File: src/hdl/fetch_pkg.sv
/*
 * Shared definitions of the instruction fetch stage
 *   Address, instruction and trap vector widths
 *   NMI vector index
 *   Prefetch counter, outstanding limit and response buffer sizes
 *   Redirect source encoding
 */
package fetch_pkg;

  ///////////////////////////////////////////////////////////////////////
  // Widths
  ///////////////////////////////////////////////////////////////////////

  localparam int XLEN             = 32;  // Address and instruction width
  localparam int MTVEC_BASE_WIDTH = 25;  // mtvec base gives addr[31:7]
  localparam int IRQ_ID_WIDTH     = 5;   // Vectored interrupt id

  // NMI takes a fixed slot of the vector table
  localparam logic [IRQ_ID_WIDTH-1:0] NMI_MTVEC_INDEX = 5'd15;

  ///////////////////////////////////////////////////////////////////////
  // Prefetch sizes
  ///////////////////////////////////////////////////////////////////////

  // Counters for outstanding, discarded and free entries
  localparam int FETCH_CNT_WIDTH = 2;

  // Granted but unanswered bus transactions
  localparam logic [FETCH_CNT_WIDTH-1:0] FETCH_MAX_OUTSTANDING = 2'd2;

  // Response buffer entries
  localparam logic [FETCH_CNT_WIDTH-1:0] FETCH_BUF_DEPTH = 2'd2;
  localparam int FETCH_PTR_WIDTH = $clog2(FETCH_BUF_DEPTH);  // Read/write pointer width

  ///////////////////////////////////////////////////////////////////////
  // Redirect sources
  ///////////////////////////////////////////////////////////////////////

  typedef enum logic [3:0] {
    PC_BOOT     = 4'd0,  // Boot address
    PC_JUMP     = 4'd1,  // Jump target from ID
    PC_BRANCH   = 4'd2,  // Taken branch from EX
    PC_MRET     = 4'd3,  // Return to mepc
    PC_DRET     = 4'd4,  // Return from debug mode to dpc
    PC_TRAP_EXC = 4'd5,  // Exceptions share the mtvec base
    PC_TRAP_IRQ = 4'd6,  // Vectored interrupt
    PC_TRAP_NMI = 4'd7,  // Non-maskable interrupt
    PC_TRAP_DBD = 4'd8,  // Debug halt entry
    PC_TRAP_DBE = 4'd9   // Exception inside debug mode
  } pc_mux_e;

endpackage

File: src/hdl/fetch_out_if.sv
/*
 * Fetch output interface
 *   Head entry of the response buffer towards the IF/ID register
 *   valid/ready handshake, entry consumed when both are high
 */
interface fetch_out_if;
  import fetch_pkg::*;

  logic            valid;  // Head entry present
  logic [XLEN-1:0] pc;     // PC of the head entry
  logic [XLEN-1:0] rdata;  // Instruction word
  logic            err;    // Bus error on this fetch
  logic            ready;  // Pipeline register takes the head

  // Response buffer side
  modport buf_src (
    output valid, pc, rdata, err,
    input  ready
  );

  // Pipeline register side
  modport pipe_dst (
    input  valid, pc, rdata, err,
    output ready
  );

endinterface

File: src/hdl/fetch_buffer.sv
/*
 * Prefetch response buffer
 *   FIFO of instruction words and bus error flags
 *   Head PC register, advanced per consumed entry
 *   Flush and PC load on redirect, free slot count
 */
module fetch_buffer (
  input  logic                                  clk,
  input  logic                                  rst_n,
  input  logic                                  pc_set_i,       // Redirect flushes the FIFO
  input  logic [fetch_pkg::XLEN-1:0]            target_i,       // New head PC
  input  logic                                  resp_keep_i,    // Write strobe
  input  logic [fetch_pkg::XLEN-1:0]            instr_rdata_i,
  input  logic                                  instr_err_i,
  output logic [fetch_pkg::FETCH_CNT_WIDTH-1:0] free_slots_o,
  output logic [fetch_pkg::XLEN-1:0]            pc_if_o,        // PC of the head entry
  fetch_out_if.buf_src                          out
);
  import fetch_pkg::*;

  logic [XLEN-1:0]            rdata_q [FETCH_BUF_DEPTH];  // Instruction words
  logic                       err_q   [FETCH_BUF_DEPTH];  // Bus error per entry
  logic [FETCH_PTR_WIDTH-1:0] wr_ptr_q;
  logic [FETCH_PTR_WIDTH-1:0] rd_ptr_q;
  logic [FETCH_CNT_WIDTH-1:0] count_q;                    // Filled entries
  logic [XLEN-1:0]            pc_q;
  logic                       pop;

  ///////////////////////////////////////////////////////////////////////
  // Head entry
  ///////////////////////////////////////////////////////////////////////

  assign pop       = out.valid && out.ready;
  assign out.valid = (count_q != '0);
  assign out.pc    = pc_q;
  assign out.rdata = rdata_q[rd_ptr_q];
  assign out.err   = err_q[rd_ptr_q];

  assign pc_if_o      = pc_q;
  assign free_slots_o = FETCH_BUF_DEPTH - count_q;

  // Storage, valid entries are tracked by the pointers below
  always_ff @(posedge clk) begin
    if (resp_keep_i) begin
      rdata_q[wr_ptr_q] <= instr_rdata_i;
      err_q[wr_ptr_q]   <= instr_err_i;
    end
  end

  ///////////////////////////////////////////////////////////////////////
  // Pointers, fill level and head PC
  ///////////////////////////////////////////////////////////////////////

  always_ff @(posedge clk or negedge rst_n) begin
    if (!rst_n) begin
      wr_ptr_q <= '0;
      rd_ptr_q <= '0;
      count_q  <= '0;
      pc_q     <= '0;
    end else if (pc_set_i) begin
      wr_ptr_q <= '0;                                  // Flush beats write and read
      rd_ptr_q <= '0;
      count_q  <= '0;
      pc_q     <= target_i;
    end else begin
      if (resp_keep_i) begin
        wr_ptr_q <= wr_ptr_q + FETCH_PTR_WIDTH'(1);
      end
      if (pop) begin
        rd_ptr_q <= rd_ptr_q + FETCH_PTR_WIDTH'(1);
        pc_q     <= pc_q + XLEN'(4);                   // Word aligned stream
      end
      count_q <= count_q + FETCH_CNT_WIDTH'(resp_keep_i) - FETCH_CNT_WIDTH'(pop);
    end
  end

endmodule

File: src/hdl/fetch_controller.sv
/*
 * Prefetch request controller
 *   Fetch address register and bus request generation
 *   Outstanding and discard counters, stale request tracking
 *   Response keep strobe and busy flag
 */
module fetch_controller (
  input  logic                                  clk,
  input  logic                                  rst_n,
  input  logic                                  pc_set_i,        // Redirect strobe
  input  logic [fetch_pkg::XLEN-1:0]            target_i,        // Redirect target
  input  logic [fetch_pkg::FETCH_CNT_WIDTH-1:0] free_slots_i,    // Room left in the buffer
  input  logic                                  instr_gnt_i,
  input  logic                                  instr_rvalid_i,
  output logic                                  instr_req_o,
  output logic [fetch_pkg::XLEN-1:0]            instr_addr_o,
  output logic                                  resp_keep_o,     // Response goes to buffer
  output logic                                  busy_o
);
  import fetch_pkg::*;

  typedef enum logic {
    FETCH_IDLE,  // No target yet after reset
    FETCH_RUN    // Sequential prefetching
  } fetch_state_e;

  fetch_state_e               state_q;
  logic [XLEN-1:0]            addr_q;        // Next address of the current stream
  logic [XLEN-1:0]            stale_addr_q;  // Held address of a pre-redirect request
  logic                       stale_q;       // Bus still owes a grant for an old request
  logic [FETCH_CNT_WIDTH-1:0] out_cnt_q;     // Outstanding, response kept
  logic [FETCH_CNT_WIDTH-1:0] disc_cnt_q;    // Outstanding, response dropped
  logic [FETCH_CNT_WIDTH-1:0] total_cnt;
  logic                       issue_ok;
  logic                       gnt;
  logic                       disc_gnt;
  logic                       kept_gnt;
  logic                       resp_drop;

  ///////////////////////////////////////////////////////////////////////
  // Request side
  ///////////////////////////////////////////////////////////////////////

  assign total_cnt = out_cnt_q + disc_cnt_q;

  // Every response must find a free buffer slot
  assign issue_ok = (state_q == FETCH_RUN)
                 && (total_cnt < FETCH_MAX_OUTSTANDING)
                 && (out_cnt_q < free_slots_i);

  assign instr_req_o  = stale_q || issue_ok;                // Stale request held until granted
  assign instr_addr_o = stale_q ? stale_addr_q : addr_q;

  assign gnt      = instr_req_o && instr_gnt_i;
  assign disc_gnt = gnt && (stale_q || pc_set_i);           // Belongs to an old stream
  assign kept_gnt = gnt && !disc_gnt;

  // Responses come in order, so discards are always the oldest ones
  assign resp_drop   = instr_rvalid_i && (disc_cnt_q != '0);
  assign resp_keep_o = instr_rvalid_i && !resp_drop;

  assign busy_o = (total_cnt != '0);

  ///////////////////////////////////////////////////////////////////////
  // State and counters
  ///////////////////////////////////////////////////////////////////////

  always_ff @(posedge clk or negedge rst_n) begin
    if (!rst_n) begin
      state_q      <= FETCH_IDLE;
      addr_q       <= '0;
      stale_addr_q <= '0;
      stale_q      <= 1'b0;
      out_cnt_q    <= '0;
      disc_cnt_q   <= '0;
    end else if (pc_set_i) begin
      state_q      <= FETCH_RUN;
      addr_q       <= target_i;
      // An ungranted request keeps its address and is dropped later
      stale_q      <= instr_req_o && !instr_gnt_i;
      stale_addr_q <= instr_addr_o;
      out_cnt_q    <= '0;
      // Everything in flight now belongs to the old stream
      disc_cnt_q   <= total_cnt + FETCH_CNT_WIDTH'(disc_gnt)
                    - FETCH_CNT_WIDTH'(instr_rvalid_i);
    end else begin
      if (kept_gnt) begin
        addr_q <= addr_q + XLEN'(4);                        // Next word
      end
      if (stale_q && instr_gnt_i) begin
        stale_q <= 1'b0;
      end
      out_cnt_q  <= out_cnt_q + FETCH_CNT_WIDTH'(kept_gnt) - FETCH_CNT_WIDTH'(resp_keep_o);
      disc_cnt_q <= disc_cnt_q + FETCH_CNT_WIDTH'(disc_gnt) - FETCH_CNT_WIDTH'(resp_drop);
    end
  end

endmodule

File: src/hdl/fetch_stage.sv
/*
 * Instruction fetch stage, top level
 *   Redirect target mux, prefetch controller, response buffer
 *   IF/ID pipeline register and the fetch output interface
 */
module fetch_stage (
  input  logic                                   clk,
  input  logic                                   rst_n,

  // Redirect from the controller
  input  logic                                   pc_set_i,
  input  fetch_pkg::pc_mux_e                     pc_mux_i,
  input  logic [fetch_pkg::XLEN-1:0]             boot_addr_i,
  input  logic [fetch_pkg::XLEN-1:0]             jump_target_i,
  input  logic [fetch_pkg::XLEN-1:0]             branch_target_i,
  input  logic [fetch_pkg::XLEN-1:0]             mepc_i,
  input  logic [fetch_pkg::XLEN-1:0]             dpc_i,
  input  logic [fetch_pkg::XLEN-1:0]             dm_halt_addr_i,
  input  logic [fetch_pkg::XLEN-1:0]             dm_exception_addr_i,
  input  logic [fetch_pkg::MTVEC_BASE_WIDTH-1:0] mtvec_addr_i,
  input  logic [fetch_pkg::IRQ_ID_WIDTH-1:0]     irq_id_i,
  output logic                                   mtvec_init_o,

  // Instruction bus
  output logic                                   instr_req_o,
  output logic [fetch_pkg::XLEN-1:0]             instr_addr_o,
  input  logic                                   instr_gnt_i,
  input  logic                                   instr_rvalid_i,
  input  logic [fetch_pkg::XLEN-1:0]             instr_rdata_i,
  input  logic                                   instr_err_i,

  // Pipeline control and ID side
  input  logic                                   id_ready_i,
  input  logic                                   halt_if_i,
  input  logic                                   kill_if_i,
  output logic                                   id_valid_o,
  output logic [fetch_pkg::XLEN-1:0]             id_pc_o,
  output logic [fetch_pkg::XLEN-1:0]             id_instr_o,
  output logic                                   id_instr_err_o,

  // Status
  output logic                                   if_busy_o,
  output logic [fetch_pkg::XLEN-1:0]             pc_if_o
);
  import fetch_pkg::*;

  logic [XLEN-1:0]            target;      // Redirect target, valid with pc_set_i
  logic                       resp_keep;   // Response for the live stream
  logic [FETCH_CNT_WIDTH-1:0] free_slots;

  fetch_out_if fetch_out ();               // Buffer head to pipeline register

  fetch_target_mux u_target_mux (
    .pc_mux_i            (pc_mux_i),
    .pc_set_i            (pc_set_i),
    .boot_addr_i         (boot_addr_i),
    .jump_target_i       (jump_target_i),
    .branch_target_i     (branch_target_i),
    .mepc_i              (mepc_i),
    .dpc_i               (dpc_i),
    .dm_halt_addr_i      (dm_halt_addr_i),
    .dm_exception_addr_i (dm_exception_addr_i),
    .mtvec_addr_i        (mtvec_addr_i),
    .irq_id_i            (irq_id_i),
    .target_o            (target),
    .mtvec_init_o        (mtvec_init_o)
  );

  fetch_controller u_controller (
    .clk            (clk),
    .rst_n          (rst_n),
    .pc_set_i       (pc_set_i),
    .target_i       (target),
    .free_slots_i   (free_slots),
    .instr_gnt_i    (instr_gnt_i),
    .instr_rvalid_i (instr_rvalid_i),
    .instr_req_o    (instr_req_o),
    .instr_addr_o   (instr_addr_o),
    .resp_keep_o    (resp_keep),
    .busy_o         (if_busy_o)
  );

  fetch_buffer u_buffer (
    .clk           (clk),
    .rst_n         (rst_n),
    .pc_set_i      (pc_set_i),
    .target_i      (target),
    .resp_keep_i   (resp_keep),
    .instr_rdata_i (instr_rdata_i),
    .instr_err_i   (instr_err_i),
    .free_slots_o  (free_slots),
    .pc_if_o       (pc_if_o),
    .out           (fetch_out)
  );

  if_id_register u_if_id (
    .clk            (clk),
    .rst_n          (rst_n),
    .id_ready_i     (id_ready_i),
    .halt_if_i      (halt_if_i),
    .kill_if_i      (kill_if_i),
    .in             (fetch_out),
    .id_valid_o     (id_valid_o),
    .id_pc_o        (id_pc_o),
    .id_instr_o     (id_instr_o),
    .id_instr_err_o (id_instr_err_o)
  );

endmodule

File: src/hdl/fetch_target_mux.sv
/*
 * Redirect target selection
 *   Picks the next fetch address from the redirect source
 *   Builds trap and vectored interrupt addresses from mtvec
 *   Raises the mtvec init pulse on a boot redirect
 */
module fetch_target_mux (
  input  fetch_pkg::pc_mux_e                      pc_mux_i,             // Redirect source
  input  logic                                    pc_set_i,             // Redirect strobe
  input  logic [fetch_pkg::XLEN-1:0]              boot_addr_i,
  input  logic [fetch_pkg::XLEN-1:0]              jump_target_i,
  input  logic [fetch_pkg::XLEN-1:0]              branch_target_i,
  input  logic [fetch_pkg::XLEN-1:0]              mepc_i,               // Trap return address
  input  logic [fetch_pkg::XLEN-1:0]              dpc_i,                // Debug return address
  input  logic [fetch_pkg::XLEN-1:0]              dm_halt_addr_i,
  input  logic [fetch_pkg::XLEN-1:0]              dm_exception_addr_i,
  input  logic [fetch_pkg::MTVEC_BASE_WIDTH-1:0]  mtvec_addr_i,         // mtvec base, addr[31:7]
  input  logic [fetch_pkg::IRQ_ID_WIDTH-1:0]      irq_id_i,             // Interrupt vector index
  output logic [fetch_pkg::XLEN-1:0]              target_o,             // Word aligned target
  output logic                                    mtvec_init_o          // CSR file loads mtvec
);
  import fetch_pkg::*;

  // Zero fill below the mtvec base for the common exception entry
  localparam int EXC_PAD_WIDTH = XLEN - MTVEC_BASE_WIDTH;

  ///////////////////////////////////////////////////////////////////////
  // Target selection
  ///////////////////////////////////////////////////////////////////////

  always_comb begin
    target_o = {boot_addr_i[XLEN-1:2], 2'b00};  // Unused encodings fall back to boot

    case (pc_mux_i)
      PC_BOOT:     target_o = {boot_addr_i[XLEN-1:2], 2'b00};
      PC_JUMP:     target_o = {jump_target_i[XLEN-1:2], 2'b00};
      PC_BRANCH:   target_o = {branch_target_i[XLEN-1:2], 2'b00};
      PC_MRET:     target_o = {mepc_i[XLEN-1:2], 2'b00};
      PC_DRET:     target_o = {dpc_i[XLEN-1:2], 2'b00};
      PC_TRAP_EXC: target_o = {mtvec_addr_i, {EXC_PAD_WIDTH{1'b0}}};  // All exceptions on base
      PC_TRAP_IRQ: target_o = {mtvec_addr_i, irq_id_i, 2'b00};        // One word per id
      PC_TRAP_NMI: target_o = {mtvec_addr_i, NMI_MTVEC_INDEX, 2'b00};
      PC_TRAP_DBD: target_o = {dm_halt_addr_i[XLEN-1:2], 2'b00};
      PC_TRAP_DBE: target_o = {dm_exception_addr_i[XLEN-1:2], 2'b00};
      default: ;
    endcase
  end

  // mtvec gets its reset value only when the core boots
  assign mtvec_init_o = pc_set_i && (pc_mux_i == PC_BOOT);

endmodule

File: src/hdl/if_id_register.sv
/*
 * IF/ID pipeline register
 *   Stage ready from halt, kill and ID back-pressure
 *   Captures PC, instruction word and bus error on a transfer
 */
module if_id_register (
  input  logic                       clk,
  input  logic                       rst_n,
  input  logic                       id_ready_i,      // ID can accept
  input  logic                       halt_if_i,       // Controller holds IF
  input  logic                       kill_if_i,       // Controller drops the IF entry
  fetch_out_if.pipe_dst              in,
  output logic                       id_valid_o,
  output logic [fetch_pkg::XLEN-1:0] id_pc_o,
  output logic [fetch_pkg::XLEN-1:0] id_instr_o,
  output logic                       id_instr_err_o
);

  logic transfer;

  // Kill drains the head without handing it to ID
  assign in.ready = kill_if_i || (id_ready_i && !halt_if_i);

  assign transfer = in.valid && id_ready_i && !halt_if_i && !kill_if_i;

  ///////////////////////////////////////////////////////////////////////
  // Pipeline register
  ///////////////////////////////////////////////////////////////////////

  always_ff @(posedge clk or negedge rst_n) begin
    if (!rst_n) begin
      id_valid_o <= 1'b0;
    end else if (transfer) begin
      id_valid_o <= 1'b1;
    end else if (id_ready_i || kill_if_i) begin
      id_valid_o <= 1'b0;                              // Bubble into ID
    end
  end

  // Payload, holds while ID stalls
  always_ff @(posedge clk) begin
    if (transfer) begin
      id_pc_o        <= in.pc;
      id_instr_o     <= in.rdata;
      id_instr_err_o <= in.err;
    end
  end

endmodule

File: config.mk
export PLATFORM = sky130hd
export DESIGN_NAME = fetch_stage
export DESIGN_NICKNAME = d
export VERILOG_FILES = /design/src/hdl/fetch_pkg.sv /design/src/hdl/fetch_out_if.sv /design/src/hdl/fetch_buffer.sv /design/src/hdl/fetch_controller.sv /design/src/hdl/fetch_stage.sv /design/src/hdl/fetch_target_mux.sv /design/src/hdl/if_id_register.sv
export SDC_FILE = /design/constraint.sdc
export NUM_CORES = 1
export LEC_CHECK = 0
export BUFFER_PORTS_ARGS = -buffer_cell sky130_fd_sc_hd__buf_2
export CAP_MARGIN = 5
export CORE_ASPECT_RATIO = 1.1
export CORE_MARGIN = 4
export CORE_UTILIZATION = 46
export CTS_CLUSTER_SIZE = 10
export DETAILED_ROUTE_END_ITERATION = 8
export GPL_TIMING_DRIVEN = 0
export PLACE_DENSITY = 0.78
export SYNTH_ARGS = -nofsm -noshare
export SYNTH_HDL_FRONTEND = slang
export SYNTH_SLANG_ARGS = --single-unit
File: constraint.sdc
create_clock -name clk -period 5.3 [get_ports clk]
set_input_delay 0 -clock clk [delete_from_list [all_inputs] [get_ports clk]]
set_output_delay 0 -clock clk [all_outputs]
set_load 0.02 [all_outputs]
==> results.yml, run 1 <==
placed_design:
  dp_cells: 1848
  dp_hpwl_um: 40110
  io_buffer_count: 412
  place.gp.congestion: 1.002
grt:
  antenna_found_initial: 4
  grt_max_degree: 72
  grt_pass1_wl_um: 72390
  grt_remaining_overflow: 0
  grt_pass1_vias: 11657
  track_usage_pct: 33.59
route:
  vias: 11751
  drc: 0
  ant_nets: 0
  wire_per_inst_um: 26.03
  drtPass1Iterations: 5
  drt-initial-drc-count: 1393
  vias_per_cell: 6.008
  routed_wl_um: 50920
cells_and_area:
  synthToLayoutAreaGrowth_pct: 33.05
  regArea_um2: 6451
  drive_gt1_share_pct: 38.12
  final_common_cell: "buf_2"
  final_cell_count_no_fill: 1956
  finish.utilization_pct: 62.21
  mostFrequentLayoutCells: "441 x buf_2, 129 x edfxtp_1, 103 x mux2_2, 103 x dfrtp_1, 75 x a21oi_1"
  nets: 1897
  fillers: 2148
  multi_input_area_um2: 5355
logic_synthesis:
  synth_cells: 1076
  synth_warnings: 0
  ys_ff_latch: 232
  synth-main-ff-cell: "edfxtp_1"
  syn_area_per_cell_um2: 11.36
  ys_seq_area_share_pct: 52.78
  async_reset_ff_share_pct: 44.40
  ys_types: 72
  synth-edff-count: 129
  syn_area_um2: 12220
floorplanning:
  dieArea_um2: 29250
  ios: 432
  die_h_um: 179.0
  die_w_um: 163.4
  placementRows: 62
  core_area_um2: 26140
  start_util_pct: 46.76
worst_setup_path:
  rr_worst_depth: 7
  arrival_ps: 2920
  worstReg2RegStart: "u_buffer.out.pc[3]"
  cp.required_ps: 5660
  setup.worst_path.start: "u_buffer.out.pc[3]"
  startpoint_type: "flip-flop"
  crit_path_end_kind: "flip-flop"
  worst-path-max-fanout: 6
  worstSetupPathType: "flip-flop to flip-flop"
timing:
  finalSetupTns_ps: 0
  rsz0062_at_grt: "no"
  fin_crit_sh_pct: 48.28
  relSlewSlack_pct: 39.92
  hold_viol: 0
  worst_pin_slew_ps: 894.3
  fin_skew_ps: 30.02
  fin_crit_ps: 2559
  finalSetupViolations: 0
  drv_slew: 0
  fmax_mhz: 390.8
clock_network:
  clk_latency_ps: 540
  cts_buffers: 27
  cts.sinks: 232
  postCtsResizedCells: 0
  clk_pin_slew_ps: 60
  cts.path.max_buffers: 3
  cts_tree: "built"
  htreeDepth: 1
  root_buffer: "clkbuf_16"
run:
  drv_cap: 0
min_path:
  hold_path.class: "input pin to asynchronous set/reset pin"
power_and_ir_drop:
  power.density_nw_per_um2: 379.8
  leakagePower_nw: 6.927
  vdd_ir_drop_max_uv: 258.5
status:
  outcome: "finished, final reports clean"
==> cell families after synthesis <==
kind of cell             share of synthesized area, %
AO/OA/AOI/OAI                                   17.44
AND/OR/NAND/NOR                                 10.85
XOR/XNOR                                        3.061
flip-flops                                      52.78
multiplexers                                    11.05
other                                         0.03068
buffers and inverters                           3.665
adder cells (fa/ha/maj)                         1.126
==> synthesized netlist by cell type (3+ instances only) <==
library cell | number | area (µm²)
edfxtp_1 | 129 | 3874
dfrtp_1 | 103 | 2577
mux2_2 | 103 | 1160
a21oi_1 | 75 | 375.4
nor2_1 | 66 | 247.7
nand2_1 | 48 | 180.2
o21ai_0 | 48 | 240.2
clkbuf_1 | 31 | 116.4
buf_2 | 30 | 150.1
nand3_1 | 30 | 150.1
xor2_1 | 28 | 245.2
a22oi_1 | 21 | 157.7
inv_1 | 21 | 78.83
a31oi_1 | 20 | 125.1
mux2i_1 | 19 | 190.2
nor2b_1 | 18 | 112.6
a221oi_1 | 17 | 148.9
and2_1 | 17 | 106.4
nor3_1 | 16 | 80.08
a22o_1 | 14 | 122.6
and3_1 | 14 | 87.58
nand4_1 | 14 | 87.58
nand2b_1 | 12 | 75.07
xnor2_1 | 12 | 105.1
a32oi_1 | 11 | 96.34
ha_1 | 11 | 137.6
o211ai_1 | 11 | 82.58
a21o_1 | 10 | 75.07
o221ai_1 | 10 | 87.58
o21a_1 | 8 | 60.06
a211oi_1 | 7 | 52.55
and4_1 | 7 | 61.31
buf_1 | 7 | 26.28
o22a_1 | 7 | 61.31
buf_4 | 6 | 45.04
o22ai_1 | 6 | 37.54
a21boi_0 | 5 | 37.54
or2_2 | 5 | 31.28
a41o_1 | 4 | 40.04
a41oi_1 | 4 | 35.03
nor2_2 | 4 | 25.02
a311oi_1 | 3 | 26.28
a31o_2 | 3 | 26.28
nand3b_1 | 3 | 22.52
==> cell type report <==
class | count | share of cell area (%)
Clock buffer | 43 | 4.524
Clock inverter | 2 | 0.1077
Tap cell | 352 | 2.708
Sequential cell | 232 | 39.67
Antenna cell | 1 | 0.01539
Timing Repair Buffer | 479 | 17.29
Multi-Input combinational cell | 748 | 32.93
Buffer | 77 | 2.246
Inverter | 22 | 0.5078
==> metrics by stage <==
step                      instance area (µm²)  total power [mW]  hold slack, ps  setup slack, ps
after floorplan                         12240             3.764          -295.6             1686
after global placement                  14740             4.445           188.1            767.2
after detailed placement                14880             4.529          -14.25             2752
after CTS                               16260             6.180          0.9332             2794
after global routing                    16260             6.463           27.12             2611
final                                   16260             6.177           5.000             2741
==> power by group <==
group	internal [mW]	switching (mW)
Combinational	0.872	1.17
Sequential	2.27	0.249
Clock	0.941	0.673
==> sequential cells by signal (all words and copies together) (netlist names) <==
| name | flops |
|---|---|
| u_if_id.id_valid_o | 1 |
| u_if_id.id_instr_o | 32 |
| u_buffer.out.pc | 30 |
| u_buffer.rd_ptr_q | 1 |
| u_controller.out_cnt_q | 2 |
| u_if_id.id_instr_err_o | 1 |
| u_controller.addr_q | 30 |
| u_controller.state_q | 1 |
| u_controller.stale_addr_q | 32 |
| u_if_id.id_pc_o | 30 |
| u_controller.stale_q | 1 |
| u_buffer.rdata_q | 64 |
| u_controller.disc_cnt_q | 2 |
| u_buffer.err_q | 2 |
| u_buffer.count_q | 2 |
| u_buffer.wr_ptr_q | 1 |
==> path summary, 6_finish.rpt <==
path,end,slack [ps]
max,u_buffer.out.pc[26],2740
min,u_controller.stale_addr_q[3],5
max reg2reg,u_buffer.out.pc[26],2740
min reg2reg,u_controller.state_q,470
max in group asynchronous,u_controller.stale_addr_q[25],4920
min in group clk,u_buffer.out.pc[7],20
==> repair_timing <==
| item | in CTS | in global routing |
|---|---|---|
| endpoints found under the setup margin | 0 | 0 |
| hold endpoints to repair | 216 | 0 |
| hold buffers | 62 | 0 |
| setup buffers | 0 | 0 |
==> worst max-delay path, stage by stage (launching register included) <==
cell,delay (ps)
dfrtp_1,480
ha_1,250
nand4_1,260
a211oi_1,720
nand3_1,240
nor2_1,190
xnor2_1,150
a21oi_1,100
==> metal layers <==
metal  routed length [µm]  GRT usage, %  part of all wire [%]  up-vias
met2                25380         60.59                    50      842
met1                18450         41.43                    36     5652
met5                   20             0                 0.039        -
met4                 2280         12.62                   4.5        2
met3                 4782         3.932                   9.4      135
li1                     -             -                     -     5120
No activity file was read; power rests on OpenSTA's default activity.
==> run 2: changes to the inputs <==
CORE_AREA = 4 4 167 169   (was not set)
CORE_ASPECT_RATIO = not set   (was 1.1)
CORE_MARGIN = not set   (was 4)
CORE_UTILIZATION = not set   (was 46)
DIE_AREA = 0 0 171 173   (was not set)
PLACE_DENSITY = 0.75   (was 0.78)
clock period = 2.42 ns   (was 5.3 ns; I/O delays follow)
==> results.yml, run 2 (synthesis gave the netlist of run 1 again) <==
status:
  outcome: "finished, final reports clean"
timing:
  finalSetupTns_ps: 0
  relSlewSlack_pct: 24.99
  fin_skew_ps: 34.05
  rsz0062_at_grt: "yes"
  fmax_mhz: 423.2
  setup_ws_ps: 56.85
  drv_slew: 0
  fin_crit_ps: 2363
  worst_pin_slew_ps: 1117
  fin_crit_sh_pct: 97.65
  finalSetupViolations: 0
  timing.hold.ws_ps: 13.15
  hold_viol: 0
placed_design:
  dp_hpwl_um: 38290
  dpl_worst_slack_ps: -290.3
  dp_cells: 1838
  place.gp.congestion: 0.9881
  io_buffer_count: 412
route:
  drt-initial-drc-count: 1336
  drc: 0
  drtPass1Iterations: 6
  wire_per_inst_um: 25.77
  ant_nets: 0
  vias_per_cell: 6.035
  routed_wl_um: 50320
  vias: 11787
cells_and_area:
  final_common_cell: "buf_2"
  multi_input_area_um2: 5383
  mostFrequentLayoutCells: "440 x buf_2, 129 x edfxtp_1, 103 x mux2_2, 103 x dfrtp_1, 74 x a21oi_1"
  finish.utilization_pct: 61.60
  regArea_um2: 6451
  synthToLayoutAreaGrowth_pct: 33.93
  drive_gt1_share_pct: 38.46
  final_cell_count_no_fill: 1953
  nets: 1897
  top_regs: "u_buffer.rdata_q: 64 flops, u_controller.stale_addr_q: 32 flops, u_if_id.id_instr_o: 32 flops"
  fillers: 2174
  top_register: "u_buffer.rdata_q"
  largest_reg_flops: 64
floorplanning:
  placementRows: 60
  die_w_um: 171
  start_util_pct: 45.99
  core_area_um2: 26580
  ios: 432
  dieArea_um2: 29580
  die_h_um: 173
grt:
  track_usage_pct: 32.84
  antenna_found_initial: 6
  grt_remaining_overflow: 0
  grt_pass1_wl_um: 73260
  grt_max_degree: 58
  grt_pass1_vias: 11944
power_and_ir_drop:
  leakagePower_nw: 6.971
  intPower_mw: 9.123
  power_frac_seq_pct: 40.0
  switchingPower_mw: 4.648
  power.density_nw_per_um2: 841.2
  combPwrFrac_pct: 32.6
  power_frac_clock_pct: 27.4
  vdd_ir_drop_max_uv: 411.9
  swShare_pct: 33.75
clock_network:
  post-cts-setup-buffers: 0
  cts.path.max_buffers: 3
  root_buffer: "clkbuf_16"
  cts_tree: "built"
  clk_latency_ps: 550
  cts.sinks: 232
  clk_pin_slew_ps: 60
  cts_buffers: 27
  htreeDepth: 1
worst_setup_path:
  crit_path_end_kind: "flip-flop"
  worst-path-max-fanout: 7
  startpoint_type: "flip-flop"
  cp.required_ps: 2860
  worstSetupPathType: "flip-flop to flip-flop"
  arrival_ps: 2800
min_path:
  hold_path.class: "input pin to flip-flop"
run:
  drv_cap: 0
## run 2: worst paths after layout
| path | from | endpoint | slack, ps | cells past startpoint |
|---|---|---|---|---|
| min | boot_addr_i[13] | u_controller.addr_q[13] | 10 | 4 |
| max | u_buffer.out.pc[2] | u_buffer.out.pc[16] | 60 | 6 |
| min reg2reg | u_controller.state_q | u_controller.state_q | 470 | 1 |
| min in group asynchronous | rst_n | u_controller.stale_addr_q[2] | 30 | 2 |
| max reg2reg | u_buffer.out.pc[2] | u_buffer.out.pc[16] | 60 | 6 |
| max in group asynchronous | rst_n | u_buffer.wr_ptr_q | 1650 | 3 |
## run 2: per-stage QoR
| stage | cell area (µm²) | total power, mW |
|---|---|---|
| after floorplan | 12260 | 8.262 |
| after global placement | 14750 | 9.707 |
| after detailed placement | 14910 | 9.904 |
| after CTS | 16350 | 13.77 |
| after global routing | 16370 | 14.41 |
| final | 16370 | 13.77 |
## run 2: timing repair
action,in CTS,in global routing
gates resized for setup,2,2
endpoints found under the setup margin,5,9
hold buffers,62,0
pin swaps,0,1
endpoints found under the hold margin,210,0
## run 2: cell type report
type / instances / share of cell area, %
diodes: 5 / 0.07643
plain buffers: 76 / 2.209
clock buffers: 48 / 4.861
clock inverters: 1 / 0.1223
inverters: 22 / 0.5044
multi-input cells: 748 / 32.88
flip-flops and latches: 232 / 39.41
well taps: 341 / 2.606
repair buffers: 480 / 17.33
## run 2: metal layers
layer / part of all wire (%) / wire length (µm) / track usage (%) / up-vias
li1: - / - / - / 5132
met1: 37 / 18830 / 41.25 / 5723
met2: 47 / 23680 / 53.58 / 747
met3: 9.8 / 4944 / 7.270 / 185
met4: 5.7 / 2873 / 15.91 / 0
met5: 0 / 0 / 0 / -
## run 2: critical path: stages, from the launching register on
cell and delay [ps]:
dfrtp_1 500, ha_1 240, nand4_1 330, nor3_1 740, a31o_2 240, o21ai_0 80
o21a_1 130
## run 2: power groups by stage
stage | Combinational, mW | Clock [mW] | Sequential, mW
after floorplan | 2.68 | 0 | 5.58
after global placement | 4.19 | 0 | 5.51
after detailed placement | 4.36 | 0 | 5.55
after CTS | 4.48 | 3.80 | 5.49
after global routing | 4.84 | 4.00 | 5.58
final | 4.48 | 3.78 | 5.51
